==> src/rtl/csr_stats_pkg.sv <==
// ====================
// CSR statistics package
// Sizes, index types, request payload and the constant
// feature header values of the CSR block
// ====================

package csr_stats_pkg;

    // ====================
    // CSR space
    // ====================

    // Number of 64 bit entries in CSR memory
    localparam int CSR_ENTRIES = 16;
    typedef logic [$clog2(CSR_ENTRIES)-1:0] csr_idx_t;

    // Host index is wider than the CSR space
    // so out of range requests can be seen
    localparam int CSR_REQ_IDX_W = 8;
    typedef logic [CSR_REQ_IDX_W-1:0] req_idx_t;

    // Transaction tag returned with each response
    localparam int TID_W = 9;
    typedef logic [TID_W-1:0] tid_t;

    // One CSR value
    typedef logic [63:0] csr_word_t;

    // Pending MMIO read requests
    localparam int REQ_QUEUE_DEPTH = 8;

    // Queue payload
    typedef struct packed {
        req_idx_t idx;
        tid_t     tid;
    } csr_req_t;

    // ====================
    // Statistics
    // ====================

    localparam int NUM_STATS = 4;
    // Small accumulator per event
    typedef logic [15:0] stat_cnt_t;
    typedef csr_idx_t [0:NUM_STATS-1] stat_idx_vec_t;
    typedef stat_cnt_t [0:NUM_STATS-1] stat_cnt_vec_t;

    // Cycles between flush attempts, a power of two
    localparam int FLUSH_PERIOD = 64;

    // ====================
    // Layout and constants
    // ====================

    localparam int DFH_IDX = 0;
    localparam int UID_L_IDX = 1;
    localparam int UID_H_IDX = 2;
    // Counter i lives at STAT_BASE_IDX + i
    localparam int STAT_BASE_IDX = 4;

    // Entries written by the init sequencer after reset
    localparam int NUM_INIT_ENTRIES = 3;

    // Type BBB in [63:60], end of list in bit 40, feature ID 1
    localparam csr_word_t FEATURE_DFH = 64'h2000_0100_0000_0001;
    localparam logic [127:0] FEATURE_UID = 128'h7e41b2d9_0c63_4f8a_95e2_1d07c4b36a58;

endpackage

==> src/rtl/csr_mem_if.sv <==
`timescale 1ns/1ps

// ====================
// CSR memory port bundle
// One read port answered by a valid pulse and one
// 64 bit write port, both gated by a ready flag
// ====================

interface csr_mem_if
    import csr_stats_pkg::*;
();

    // Read request and entry index
    logic      rd_en;
    csr_idx_t  rd_idx;
    // Memory can accept a read
    logic      rd_rdy;
    // Read data, qualified by a one cycle pulse
    csr_word_t rd_val;
    logic      rd_val_valid;

    // Write request, entry index and value
    logic      wr_en;
    csr_idx_t  wr_idx;
    csr_word_t wr_val;
    // Low while the upper half of a write goes in
    logic      wr_rdy;

    // Requesting side
    modport client
    (
        output rd_en, rd_idx, wr_en, wr_idx, wr_val,
        input  rd_rdy, rd_val, rd_val_valid, wr_rdy
    );

    // Storage side
    modport memory
    (
        input  rd_en, rd_idx, wr_en, wr_idx, wr_val,
        output rd_rdy, rd_val, rd_val_valid, wr_rdy
    );

endinterface

==> src/rtl/csr_rd_memory.sv <==
`timescale 1ns/1ps

// ====================
// CSR backing memory
// A single 32 bit RAM double pumped to hold 64 bit entries
// Writes take two cycles, reads answer after three
// Feature header and UID are written after reset
// ====================

module csr_rd_memory
    import csr_stats_pkg::*;
(
    input  logic      clk,
    input  logic      reset,
    csr_mem_if.memory mem
);

    // Power-up contents of zero for counters and unused entries
    logic [31:0] ram [0:2*CSR_ENTRIES-1] = '{default: 32'h0};

    // RAM address is entry index with the half select below it
    logic                      wen;
    logic [$bits(csr_idx_t):0] waddr;
    logic [31:0]               wdata;
    logic [$bits(csr_idx_t):0] raddr;
    logic [31:0]               ram_q;
    logic [31:0]               rdata;

    // Write side state
    logic        initialized;
    logic        wr_upper;
    csr_idx_t    wr_idx_q;
    logic [31:0] wr_hi_q;

    // Init vectors, element 0 is the next one to write
    logic [2*NUM_INIT_ENTRIES-1:0][31:0] init_val;
    csr_idx_t [NUM_INIT_ENTRIES-1:0]     init_idx;
    // One bit per entry still to be written
    logic [NUM_INIT_ENTRIES-1:0]         init_left;

    // Read side state
    logic        rd_upper;
    csr_idx_t    rd_idx_q;
    logic        rd_busy;
    logic [2:0]  rd_pipe;
    logic [31:0] rd_val_low;

    // Registered read plus one output stage
    always_ff @(posedge clk)
    begin
        if (wen)
        begin
            ram[waddr] <= wdata;
        end
        ram_q <= ram[raddr];
        rdata <= ram_q;
    end

    // ====================
    // Writes and init
    // ====================

    always_ff @(posedge clk)
    begin
        if (reset)
        begin
            initialized <= 1'b0;
            wr_upper <= 1'b0;
            init_left <= '1;
            // DFH first, then UID low and high words
            init_val <= {FEATURE_UID, FEATURE_DFH};
            init_idx <= {csr_idx_t'(UID_H_IDX), csr_idx_t'(UID_L_IDX), csr_idx_t'(DFH_IDX)};
        end
        else if (!initialized)
        begin
            // One 32 bit init word per cycle
            wr_upper <= !wr_upper;
            init_val <= init_val >> 32;
            if (wr_upper)
            begin
                // Entry complete, move to the next index
                init_idx <= init_idx >> $bits(csr_idx_t);
                init_left <= init_left >> 1;
                initialized <= ((init_left >> 1) == '0);
            end
        end
        else
        begin
            // Upper half goes in the cycle after an accepted write
            wr_upper <= mem.wr_en;
        end
    end

    // Upper half and index held for the second cycle
    always_ff @(posedge clk)
    begin
        if (mem.wr_en)
        begin
            wr_idx_q <= mem.wr_idx;
            wr_hi_q <= mem.wr_val[63:32];
        end
    end

    assign mem.wr_rdy = initialized && !wr_upper;

    // Write port source select
    always_comb
    begin
        if (!initialized)
        begin
            wen = 1'b1;
            waddr = {init_idx[0], wr_upper};
            wdata = init_val[0];
        end
        else if (wr_upper)
        begin
            wen = 1'b1;
            waddr = {wr_idx_q, 1'b1};
            wdata = wr_hi_q;
        end
        else
        begin
            // Low half written in the accepting cycle
            wen = mem.wr_en;
            waddr = {mem.wr_idx, 1'b0};
            wdata = mem.wr_val[31:0];
        end
    end

    // ====================
    // Reads
    // ====================

    // Low half from the request, high half a cycle later
    assign raddr = rd_upper ? {rd_idx_q, 1'b1} : {mem.rd_idx, 1'b0};

    always_ff @(posedge clk)
    begin
        if (reset)
        begin
            rd_upper <= 1'b0;
            rd_busy <= 1'b0;
            rd_pipe <= '0;
        end
        else
        begin
            rd_upper <= mem.rd_en;
            // Busy from acceptance until the answer leaves
            rd_busy <= rd_busy ^ (mem.rd_en | rd_pipe[2]);
            rd_pipe <= {rd_pipe[1:0], mem.rd_en};
        end
    end

    always_ff @(posedge clk)
    begin
        if (mem.rd_en)
        begin
            rd_idx_q <= mem.rd_idx;
        end
        // Low half arrives one cycle ahead of the high half
        if (rd_pipe[1])
        begin
            rd_val_low <= rdata;
        end
    end

    assign mem.rd_rdy = initialized && !rd_busy;
    assign mem.rd_val_valid = rd_pipe[2];
    assign mem.rd_val = {rdata, rd_val_low};

endmodule

==> src/rtl/csr_event_counters.sv <==
`timescale 1ns/1ps

// ====================
// Event counters
// Small accumulators per event, handed to the CSR
// manager as a vector once every flush period
// ====================

module csr_event_counters
    import csr_stats_pkg::*;
(
    input  logic                 clk,
    input  logic                 reset,
    input  logic [NUM_STATS-1:0] events,
    input  logic                 stat_upd_rdy,
    output logic                 stat_upd_en,
    output stat_idx_vec_t        stat_upd_idx,
    output stat_cnt_vec_t        stat_upd_cnt
);

    logic [$clog2(FLUSH_PERIOD)-1:0] period_cnt;
    logic                            period_done;
    logic                            flush;

    // ====================
    // Flush timing
    // ====================

    // All ones marks the end of a period
    assign period_done = (period_cnt == '1);

    always_ff @(posedge clk)
    begin
        if (reset)
        begin
            period_cnt <= '0;
            flush <= 1'b0;
        end
        else
        begin
            // Single pulse, only when the manager was ready
            flush <= period_done && stat_upd_rdy && !flush;
            if (flush)
            begin
                period_cnt <= '0;
            end
            else if (!period_done)
            begin
                // Hold at the end until the manager is free
                period_cnt <= period_cnt + 1'b1;
            end
        end
    end

    assign stat_upd_en = flush;

    // ====================
    // Accumulators
    // ====================

    for (genvar i = 0; i < NUM_STATS; i++)
    begin : g_stat
        logic      ev_q;
        stat_cnt_t acc;

        always_ff @(posedge clk)
        begin
            if (reset)
            begin
                ev_q <= 1'b0;
                acc <= '0;
            end
            else
            begin
                ev_q <= events[i];
                // Restart on flush but keep the event registered now
                acc <= (flush ? stat_cnt_t'(0) : acc) + stat_cnt_t'(ev_q);
            end
        end

        assign stat_upd_cnt[i] = acc;
        // Fixed counter entry for this event
        assign stat_upd_idx[i] = csr_idx_t'(STAT_BASE_IDX + i);
    end

endmodule

==> src/rtl/csr_req_fifo.sv <==
`timescale 1ns/1ps

// ====================
// MMIO read request queue
// Circular buffer of tag and index with a registered head
// ====================

module csr_req_fifo
    import csr_stats_pkg::*;
(
    input  logic     clk,
    input  logic     reset,
    input  logic     enq_valid,
    output logic     enq_ready,
    input  req_idx_t enq_idx,
    input  tid_t     enq_tid,
    output logic     deq_valid,
    input  logic     deq_en,
    output req_idx_t deq_idx,
    output tid_t     deq_tid
);

    csr_req_t                           buffer [0:REQ_QUEUE_DEPTH-1];
    logic [$clog2(REQ_QUEUE_DEPTH)-1:0] wr_ptr;
    logic [$clog2(REQ_QUEUE_DEPTH)-1:0] rd_ptr;
    // Entries held in total, head included
    logic [$clog2(REQ_QUEUE_DEPTH):0]   count;
    csr_req_t                           enq_req;
    csr_req_t                           head;
    logic                               push;
    logic                               head_load;
    logic                               body_empty;
    logic                               body_push;
    logic                               body_pop;

    assign enq_req = '{idx: enq_idx, tid: enq_tid};

    // Depth is a power of two, so the top count bit means full
    assign enq_ready = !count[$clog2(REQ_QUEUE_DEPTH)];
    assign push = enq_valid && enq_ready;

    // Head register empty or leaving this cycle
    assign head_load = !deq_valid || deq_en;
    // Body never fills since the head takes one entry
    assign body_empty = (wr_ptr == rd_ptr);
    // An empty body is bypassed straight into the head
    assign body_push = push && !(head_load && body_empty);
    assign body_pop = head_load && !body_empty;

    always_ff @(posedge clk)
    begin
        if (reset)
        begin
            wr_ptr <= '0;
            rd_ptr <= '0;
            count <= '0;
            deq_valid <= 1'b0;
        end
        else
        begin
            if (body_push)
            begin
                wr_ptr <= wr_ptr + 1'b1;
            end
            if (body_pop)
            begin
                rd_ptr <= rd_ptr + 1'b1;
            end
            if (push && !deq_en)
            begin
                count <= count + 1'b1;
            end
            else if (!push && deq_en)
            begin
                count <= count - 1'b1;
            end
            if (head_load)
            begin
                deq_valid <= !body_empty || push;
            end
        end
    end

    always_ff @(posedge clk)
    begin
        if (body_push)
        begin
            buffer[wr_ptr] <= enq_req;
        end
        if (head_load)
        begin
            head <= body_empty ? enq_req : buffer[rd_ptr];
        end
    end

    assign deq_idx = head.idx;
    assign deq_tid = head.tid;

endmodule

==> src/rtl/csr_manager.sv <==
`timescale 1ns/1ps

// ====================
// CSR manager
// Serves queued MMIO reads from CSR memory and folds
// statistics accumulators into 64 bit counters
// ====================

module csr_manager
    import csr_stats_pkg::*;
(
    input  logic          clk,
    input  logic          reset,
    input  logic          deq_valid,
    output logic          deq_en,
    input  req_idx_t      deq_idx,
    input  tid_t          deq_tid,
    output logic          rsp_valid,
    input  logic          rsp_ready,
    output tid_t          rsp_tid,
    output csr_word_t     rsp_data,
    output logic          stat_upd_rdy,
    input  logic          stat_upd_en,
    input  stat_idx_vec_t stat_upd_idx,
    input  stat_cnt_vec_t stat_upd_cnt,
    csr_mem_if.client     mem
);

    typedef enum logic [2:0] {
        ST_IDLE,
        ST_READ,
        ST_ADD_LO,
        ST_ADD_HI,
        ST_WRITE
    } fold_state_t;

    logic            out_of_range;
    logic            mmio_start;
    logic            mmio_active;
    logic            stat_rd;
    fold_state_t     state;
    // Entries still to fold, one bit each
    logic [NUM_STATS-1:0] fold_left;
    stat_idx_vec_t   fold_idx;
    stat_cnt_vec_t   fold_cnt;
    csr_word_t       fold_sum;
    logic            fold_carry;
    logic [31:0]     fold_hi;

    // ====================
    // MMIO reads
    // ====================

    assign out_of_range = (deq_idx >= req_idx_t'(CSR_ENTRIES));

    // One read at a time and only with the response register free
    assign mmio_start = deq_valid && !out_of_range && !rsp_valid && !mmio_active && mem.rd_rdy;
    // Out of range heads are dropped without a response
    assign deq_en = mmio_start || (deq_valid && out_of_range);

    always_ff @(posedge clk)
    begin
        if (reset)
        begin
            mmio_active <= 1'b0;
            rsp_valid <= 1'b0;
        end
        else
        begin
            if (mmio_start)
            begin
                mmio_active <= 1'b1;
            end
            if (mmio_active && mem.rd_val_valid)
            begin
                mmio_active <= 1'b0;
                rsp_valid <= 1'b1;
            end
            if (rsp_valid && rsp_ready)
            begin
                rsp_valid <= 1'b0;
            end
        end
    end

    // Tag and data stay put while a response waits
    always_ff @(posedge clk)
    begin
        if (mmio_start)
        begin
            rsp_tid <= deq_tid;
        end
        if (mmio_active && mem.rd_val_valid)
        begin
            rsp_data <= mem.rd_val;
        end
    end

    // ====================
    // Statistics fold
    // ====================

    // MMIO reads win the read port
    assign stat_rd = (state == ST_READ) && mem.rd_rdy && !mmio_start;

    always_ff @(posedge clk)
    begin
        if (reset)
        begin
            state <= ST_IDLE;
            stat_upd_rdy <= 1'b1;
            fold_left <= '0;
        end
        else
        begin
            case (state)
                ST_IDLE:
                begin
                    if (stat_upd_en)
                    begin
                        state <= ST_READ;
                        stat_upd_rdy <= 1'b0;
                        fold_left <= '1;
                    end
                end
                ST_READ:
                begin
                    if (stat_rd)
                    begin
                        state <= ST_ADD_LO;
                    end
                end
                ST_ADD_LO:
                begin
                    // Wait for the counter value
                    if (mem.rd_val_valid)
                    begin
                        state <= ST_ADD_HI;
                    end
                end
                ST_ADD_HI:
                begin
                    state <= ST_WRITE;
                end
                ST_WRITE:
                begin
                    if (mem.wr_en)
                    begin
                        fold_left <= fold_left >> 1;
                        if ((fold_left >> 1) == '0)
                        begin
                            state <= ST_IDLE;
                            stat_upd_rdy <= 1'b1;
                        end
                        else
                        begin
                            state <= ST_READ;
                        end
                    end
                end
                default:
                begin
                    state <= ST_IDLE;
                end
            endcase
        end
    end

    // Fold datapath
    always_ff @(posedge clk)
    begin
        case (state)
            ST_IDLE:
            begin
                if (stat_upd_en)
                begin
                    fold_idx <= stat_upd_idx;
                    fold_cnt <= stat_upd_cnt;
                end
            end
            ST_ADD_LO:
            begin
                if (mem.rd_val_valid)
                begin
                    // Low half plus accumulator, carry kept aside
                    {fold_carry, fold_sum[31:0]} <=
                        {1'b0, mem.rd_val[31:0]} + 33'(fold_cnt[0]);
                    fold_hi <= mem.rd_val[63:32];
                end
            end
            ST_ADD_HI:
            begin
                fold_sum[63:32] <= fold_hi + 32'(fold_carry);
            end
            ST_WRITE:
            begin
                if (mem.wr_en)
                begin
                    // Element 0 is the MSB slice, shift the next one in
                    fold_idx <= fold_idx << $bits(csr_idx_t);
                    fold_cnt <= fold_cnt << $bits(stat_cnt_t);
                end
            end
            default:
            begin
            end
        endcase
    end

    // ====================
    // Memory port
    // ====================

    assign mem.rd_en = mmio_start || stat_rd;
    // Index already checked against the CSR range
    assign mem.rd_idx = mmio_start ? csr_idx_t'(deq_idx) : fold_idx[0];
    assign mem.wr_en = (state == ST_WRITE) && mem.wr_rdy;
    assign mem.wr_idx = fold_idx[0];
    assign mem.wr_val = fold_sum;

endmodule

==> src/rtl/csr_stats_top.sv <==
`timescale 1ns/1ps

// ====================
// CSR statistics block
// Request queue, CSR manager, event counters
// and CSR memory on plain valid/ready ports
// ====================

module csr_stats_top
    import csr_stats_pkg::*;
(
    input  logic                 clk,
    input  logic                 reset,
    input  logic                 req_valid,
    output logic                 req_ready,
    input  req_idx_t             req_idx,
    input  tid_t                 req_tid,
    output logic                 rsp_valid,
    input  logic                 rsp_ready,
    output tid_t                 rsp_tid,
    output csr_word_t            rsp_data,
    input  logic [NUM_STATS-1:0] events
);

    // Queue head toward the manager
    logic          deq_valid;
    logic          deq_en;
    req_idx_t      deq_idx;
    tid_t          deq_tid;

    // Statistics handoff
    logic          stat_upd_rdy;
    logic          stat_upd_en;
    stat_idx_vec_t stat_upd_idx;
    stat_cnt_vec_t stat_upd_cnt;

    csr_mem_if mem_bus ();

    csr_req_fifo i_req_fifo
    (
        .clk,
        .reset,
        .enq_valid (req_valid),
        .enq_ready (req_ready),
        .enq_idx   (req_idx),
        .enq_tid   (req_tid),
        .deq_valid,
        .deq_en,
        .deq_idx,
        .deq_tid
    );

    csr_manager i_manager
    (
        .clk,
        .reset,
        .deq_valid,
        .deq_en,
        .deq_idx,
        .deq_tid,
        .rsp_valid,
        .rsp_ready,
        .rsp_tid,
        .rsp_data,
        .stat_upd_rdy,
        .stat_upd_en,
        .stat_upd_idx,
        .stat_upd_cnt,
        .mem (mem_bus)
    );

    csr_event_counters i_event_counters
    (
        .clk,
        .reset,
        .events,
        .stat_upd_rdy,
        .stat_upd_en,
        .stat_upd_idx,
        .stat_upd_cnt
    );

    csr_rd_memory i_rd_memory
    (
        .clk,
        .reset,
        .mem (mem_bus)
    );

endmodule

==> config.mk <==
export PLATFORM = sky130hd
export DESIGN_NAME = csr_stats_top
export DESIGN_NICKNAME = d
export VERILOG_FILES = /design/src/rtl/csr_stats_pkg.sv /design/src/rtl/csr_mem_if.sv /design/src/rtl/csr_rd_memory.sv /design/src/rtl/csr_event_counters.sv /design/src/rtl/csr_req_fifo.sv /design/src/rtl/csr_manager.sv /design/src/rtl/csr_stats_top.sv
export SDC_FILE = /design/constraint.sdc
export NUM_CORES = 1
export LEC_CHECK = 0
export BUFFER_PORTS_ARGS = -buffer_cell sky130_fd_sc_hd__buf_4
export CORE_MARGIN = 2
export CORE_UTILIZATION = 35
export CTS_CLUSTER_SIZE = 8
export DETAILED_ROUTE_END_ITERATION = 10
export SYNTH_ARGS = -nofsm -noshare
export SYNTH_HDL_FRONTEND = slang
export SYNTH_HIERARCHICAL = 1
export SYNTH_SLANG_ARGS = --single-unit
export TNS_END_PERCENT = 50
==> constraint.sdc <==
create_clock -name clk -period 10.9 [get_ports clk]
set_input_delay 2.18 -clock clk [delete_from_list [all_inputs] [get_ports clk]]
set_output_delay 2.18 -clock clk [all_outputs]
set_load 0.02 [all_outputs]
==> impl_metrics.yaml <==
cts:
  cts_root_buf: "clkbuf_16"
  clock_path_buffers: 3
  post_cts_buffers: 0
  cts_tree: "done"
  cts.sinks: 1702
  clkTransAtPathRegs_ns: 0.05
  cts_resized: 0
  cts-htree-levels: 4
  numCtsBuffers: 232
  cts_hold_buf: 0
  clk_latency_ns: 0.88
placement:
  pre_cts_ws_ns: 4.49
  portBuffers: 99
  finalWeightedCongestion: 0.814
  detailed_place_hpwl_mm: 93.5
worst_hold_path:
  hold_class: "reg2reg"
  hold_start: "i_rd_memory/ram_q[0]"
critical_path:
  r2r_start: "i_rd_memory/initialized"
  endpoint_kind: "flip-flop"
  crit_arrival_ns: 7.19
  cp-start-kind: "flip-flop"
  crit_start: "i_rd_memory/initialized"
  worst_path_max_delay_cell: "mux2_8"
  slowest_delay_ns: 0.94
  path_class: "reg2reg"
  crit_chain: "clkinv_1, nor2_1, nand4_1, inv_1, nand2_1, nand2_2, mux2_8, buf_4, nand2_1, a32oi_1, nand4_1, nor3_1"
  required_ns: 11.63
  worst-path-max-fanout: 101
synth:
  async_flop_share_pct: 0
  yosys_register_bits: 1702
  syn_inst: 3838
  syn_area_um2: 65000
  synth-edff-count: 1499
  synth_cell_types: 87
  synth-seq-area-share_pct: 75.5
  ys_warn_count: 6
  synth_ff_type: "edfxtp_1"
  syn_area_per_cell_um2: 16.9
sta:
  drv_slew: 0
  finalHoldViolations: 0
  fin_skew_ns: 0.108
  fin_crit_ns: 6.46
  worst_pin_slew_ns: 1.29
  rsz0062_at_grt: "false"
  max-slew-margin-rel_pct: 13.8
  period_share_pct: 59.3
  setup-tns-final_ns: 0
  fmax_mhz: 155
  setup_ws_ns: 4.44
  setup_viol: 0
cells_and_area:
  seq_area_um2: 49100
  fillerInstances: 16600
  layout.nets: 4162
  drive_above_1_share_pct: 17.8
  areaGrowthSynthToFinish_pct: 17.0
  multi_input_area_um2: 15300
routing:
  antenna_left: 0
  vias: 35600
  drtIter0Drc: 3450
  first_pass_iters: 8
  wl_mm: 167
  drt_drc_violations_left: 0
  routedWlPerCell_um: 24.6
  vias_per_cell: 5.25
outcome:
  status: "finished clean"
floorplanning:
  dieHeight_um: 435
  design.die.area_um2: 189000
  initial_core_util_pct: 35.1
  io_pins: 100
  rows: 158
  die_x_um: 435
  coreArea_um2: 185000
power_and_ir_drop:
  clkPwrFrac_pct: 45.8
  power_density_nw_per_um2: 194
  p_comb_share_pct: 4.3
  switchingPower_mw: 3.20
  sw_frac_of_total_pct: 21.7
  p_seq_share_pct: 49.9
  vdd_ir_drop_max_mv: 0.137
  power.internal_mw: 11.5
  p_leak_nw: 25.3
grt:
  antenna_found_initial: 8
  grt_pass1_wl_mm: 242
  grt_start_max_net_pins: 102
  globalRouteTotalUtil_pct: 17.3
  overflow: 0
  first_global_vias: 35300
run:
  cap_violations: 0
## synthesized netlist by cell type, types with 5 or more instances
| cell | n | share of area (%) |
|---|---|---|
| a22oi_1 | 34 | 0.39 |
| a31oi_1 | 8 | 0.077 |
| nand3_1 | 70 | 0.54 |
| and4_1 | 6 | 0.081 |
| clkbuf_1 | 72 | 0.42 |
| or3_1 | 8 | 0.077 |
| nor3_1 | 48 | 0.37 |
| buf_6 | 18 | 0.31 |
| o22ai_1 | 67 | 0.64 |
| a21o_1 | 8 | 0.092 |
| a32oi_1 | 129 | 1.7 |
| mux2_2 | 62 | 1.1 |
| nor4_1 | 9 | 0.087 |
| mux2i_1 | 254 | 3.9 |
| xor2_1 | 30 | 0.40 |
| a21oi_1 | 80 | 0.62 |
| buf_2 | 56 | 0.43 |
| nor2_1 | 207 | 1.2 |
| and2_1 | 6 | 0.058 |
| xnor2_1 | 78 | 1.1 |
| mux4_2 | 126 | 4.4 |
| buf_4 | 34 | 0.39 |
| and3_1 | 18 | 0.17 |
| buf_1 | 5 | 0.029 |
| nand2b_1 | 16 | 0.15 |
| nor2b_1 | 61 | 0.59 |
| o21ai_0 | 36 | 0.28 |
| inv_1 | 43 | 0.25 |
| o21bai_1 | 9 | 0.10 |
| edfxtp_1 | 1499 | 69 |
| ha_1 | 33 | 0.64 |
| dfxtp_1 | 203 | 6.3 |
| nand4_1 | 57 | 0.55 |
| nand2_1 | 364 | 2.1 |
## critical path: cells and delay by family (launching register included)
family          cells  cell delay (ns)
buf+inv             3             2.12
mux                 1             0.94
compound gates      1             0.25
simple gates        7             2.22
flops               1             0.66
## power by group through the flow
| stage | Sequential (mW) | Combinational [mW] | Clock [mW] |
|---|---|---|---|
| 3_3_place_gp | 7.48 | 0.630 | 0 |
| 2_1_floorplan | 7.44 | 0.438 | 0 |
| 6_report | 7.36 | 0.635 | 6.74 |
| 4_1_cts | 7.36 | 0.642 | 6.86 |
| 5_1_grt | 7.37 | 0.698 | 7.14 |
| 3_5_place_dp | 7.48 | 0.643 | 0 |
## state kept, by name (all words and copies together), names as in the netlist, 6 cells and up, named ones only
| name | count |
|---|---|
| i_manager/rsp_tid | 9 |
| i_req_fifo/buffer | 136 |
| i_rd_memory/rd_val_low | 32 |
| i_event_counters/period_cnt | 6 |
| i_manager/fold_idx | 12 |
| i_rd_memory/rdata | 32 |
| i_manager/fold_hi | 32 |
| i_req_fifo/deq_idx | 8 |
| i_manager/fold_cnt | 64 |
| i_manager/mem.wr_val | 64 |
| i_rd_memory/ram | 1024 |
| i_req_fifo/deq_tid | 9 |
| i_rd_memory/wr_hi_q | 32 |
| i_manager/rsp_data | 64 |
| i_rd_memory/init_val | 31 |
| i_event_counters/g_stat.acc | 64 |
| i_rd_memory/ram_q | 32 |
## cell families after synthesis
family          after synthesis  synth area share (%)
other cells                   2                0.0116
compound gates              409                  4.53
simple gates                901                  6.40
mux                         444                  9.41
flops                      1702                  75.5
xor+xnor                    111                  1.55
buf+inv                     234                  1.92
fa+ha+maj                    35                 0.697
## cell type report
| type | count | share of cell area, % |
|---|---|---|
| tap | 2480 | 4.08 |
| antenna | 4 | 0.0132 |
| clock buffer | 414 | 8.56 |
| timing repair buffer | 206 | 2.03 |
| multi-input combinational | 1916 | 20.0 |
| inverter | 44 | 0.217 |
| sequential | 1702 | 64.5 |
| clock inverter | 17 | 0.543 |
## metal layers
metal	vias up	wire length (µm)	track usage (%)
met4	0	3770	5.16
met5	-	0	0
li1	15500	-	-
met2	1404	79100	27.6
met1	18500	71100	24.1
met3	240	12600	3.13
## per-stage QoR
| step | hold slack, ns | power, mW | cells | util [%] | cell area, µm² |
|---|---|---|---|---|---|
| floorplan | 0.310 | 7.88 | 3852 | - | 65100 |
| global placement | 0.312 | 8.11 | 6348 | 37.4 | 69200 |
| detailed placement | 0.312 | 8.13 | 6348 | 37.4 | 69200 |
| CTS | 0.265 | 14.9 | 6779 | 41.1 | 76100 |
| global route | 0.295 | 15.2 | 6783 | 41.1 | 76100 |
| finish | 0.272 | 14.7 | 6783 | 41.1 | 76100 |
## cell usage in the layout, fill, tap and decap left out, drive strengths merged, types with 4 or more instances in the layout
cell type	synthesis	layout
conb	2	16
o21bai	9	9
a22oi	34	34
xnor2	81	81
nor2	208	208
o21ai	36	36
a21o	8	8
ha	33	33
or3	9	9
clkbuf	74	414
mux2	63	63
and3	18	18
buf	116	206
and4	6	6
inv	43	47
o22ai	68	68
mux4	126	126
a32oi	129	129
diode	0	4
a21oi	81	81
nand2	365	365
mux2i	255	255
nand3	72	72
nor2b	62	62
nand2b	18	18
a31o	5	5
a211o	4	4
clkinv	1	12
edfxtp	1499	1499
and2	6	6
a31oi	8	8
o31ai	4	4
dfxtp	203	203
nand4	57	57
nand3b	4	4
xor2	30	30
nor4	11	11
nor3	50	50
## final timing paths
path,endpoint,slack (ns),cells after the start
hold / removal,i_rd_memory/rdata[0],0.27,0
setup reg to reg,i_rd_memory/ram_q[3],4.44,12
hold reg to reg,i_rd_memory/rdata[0],0.27,0
setup / recovery,i_rd_memory/ram_q[3],4.44,12
Note: power is estimated with default switching activity, not from simulation.
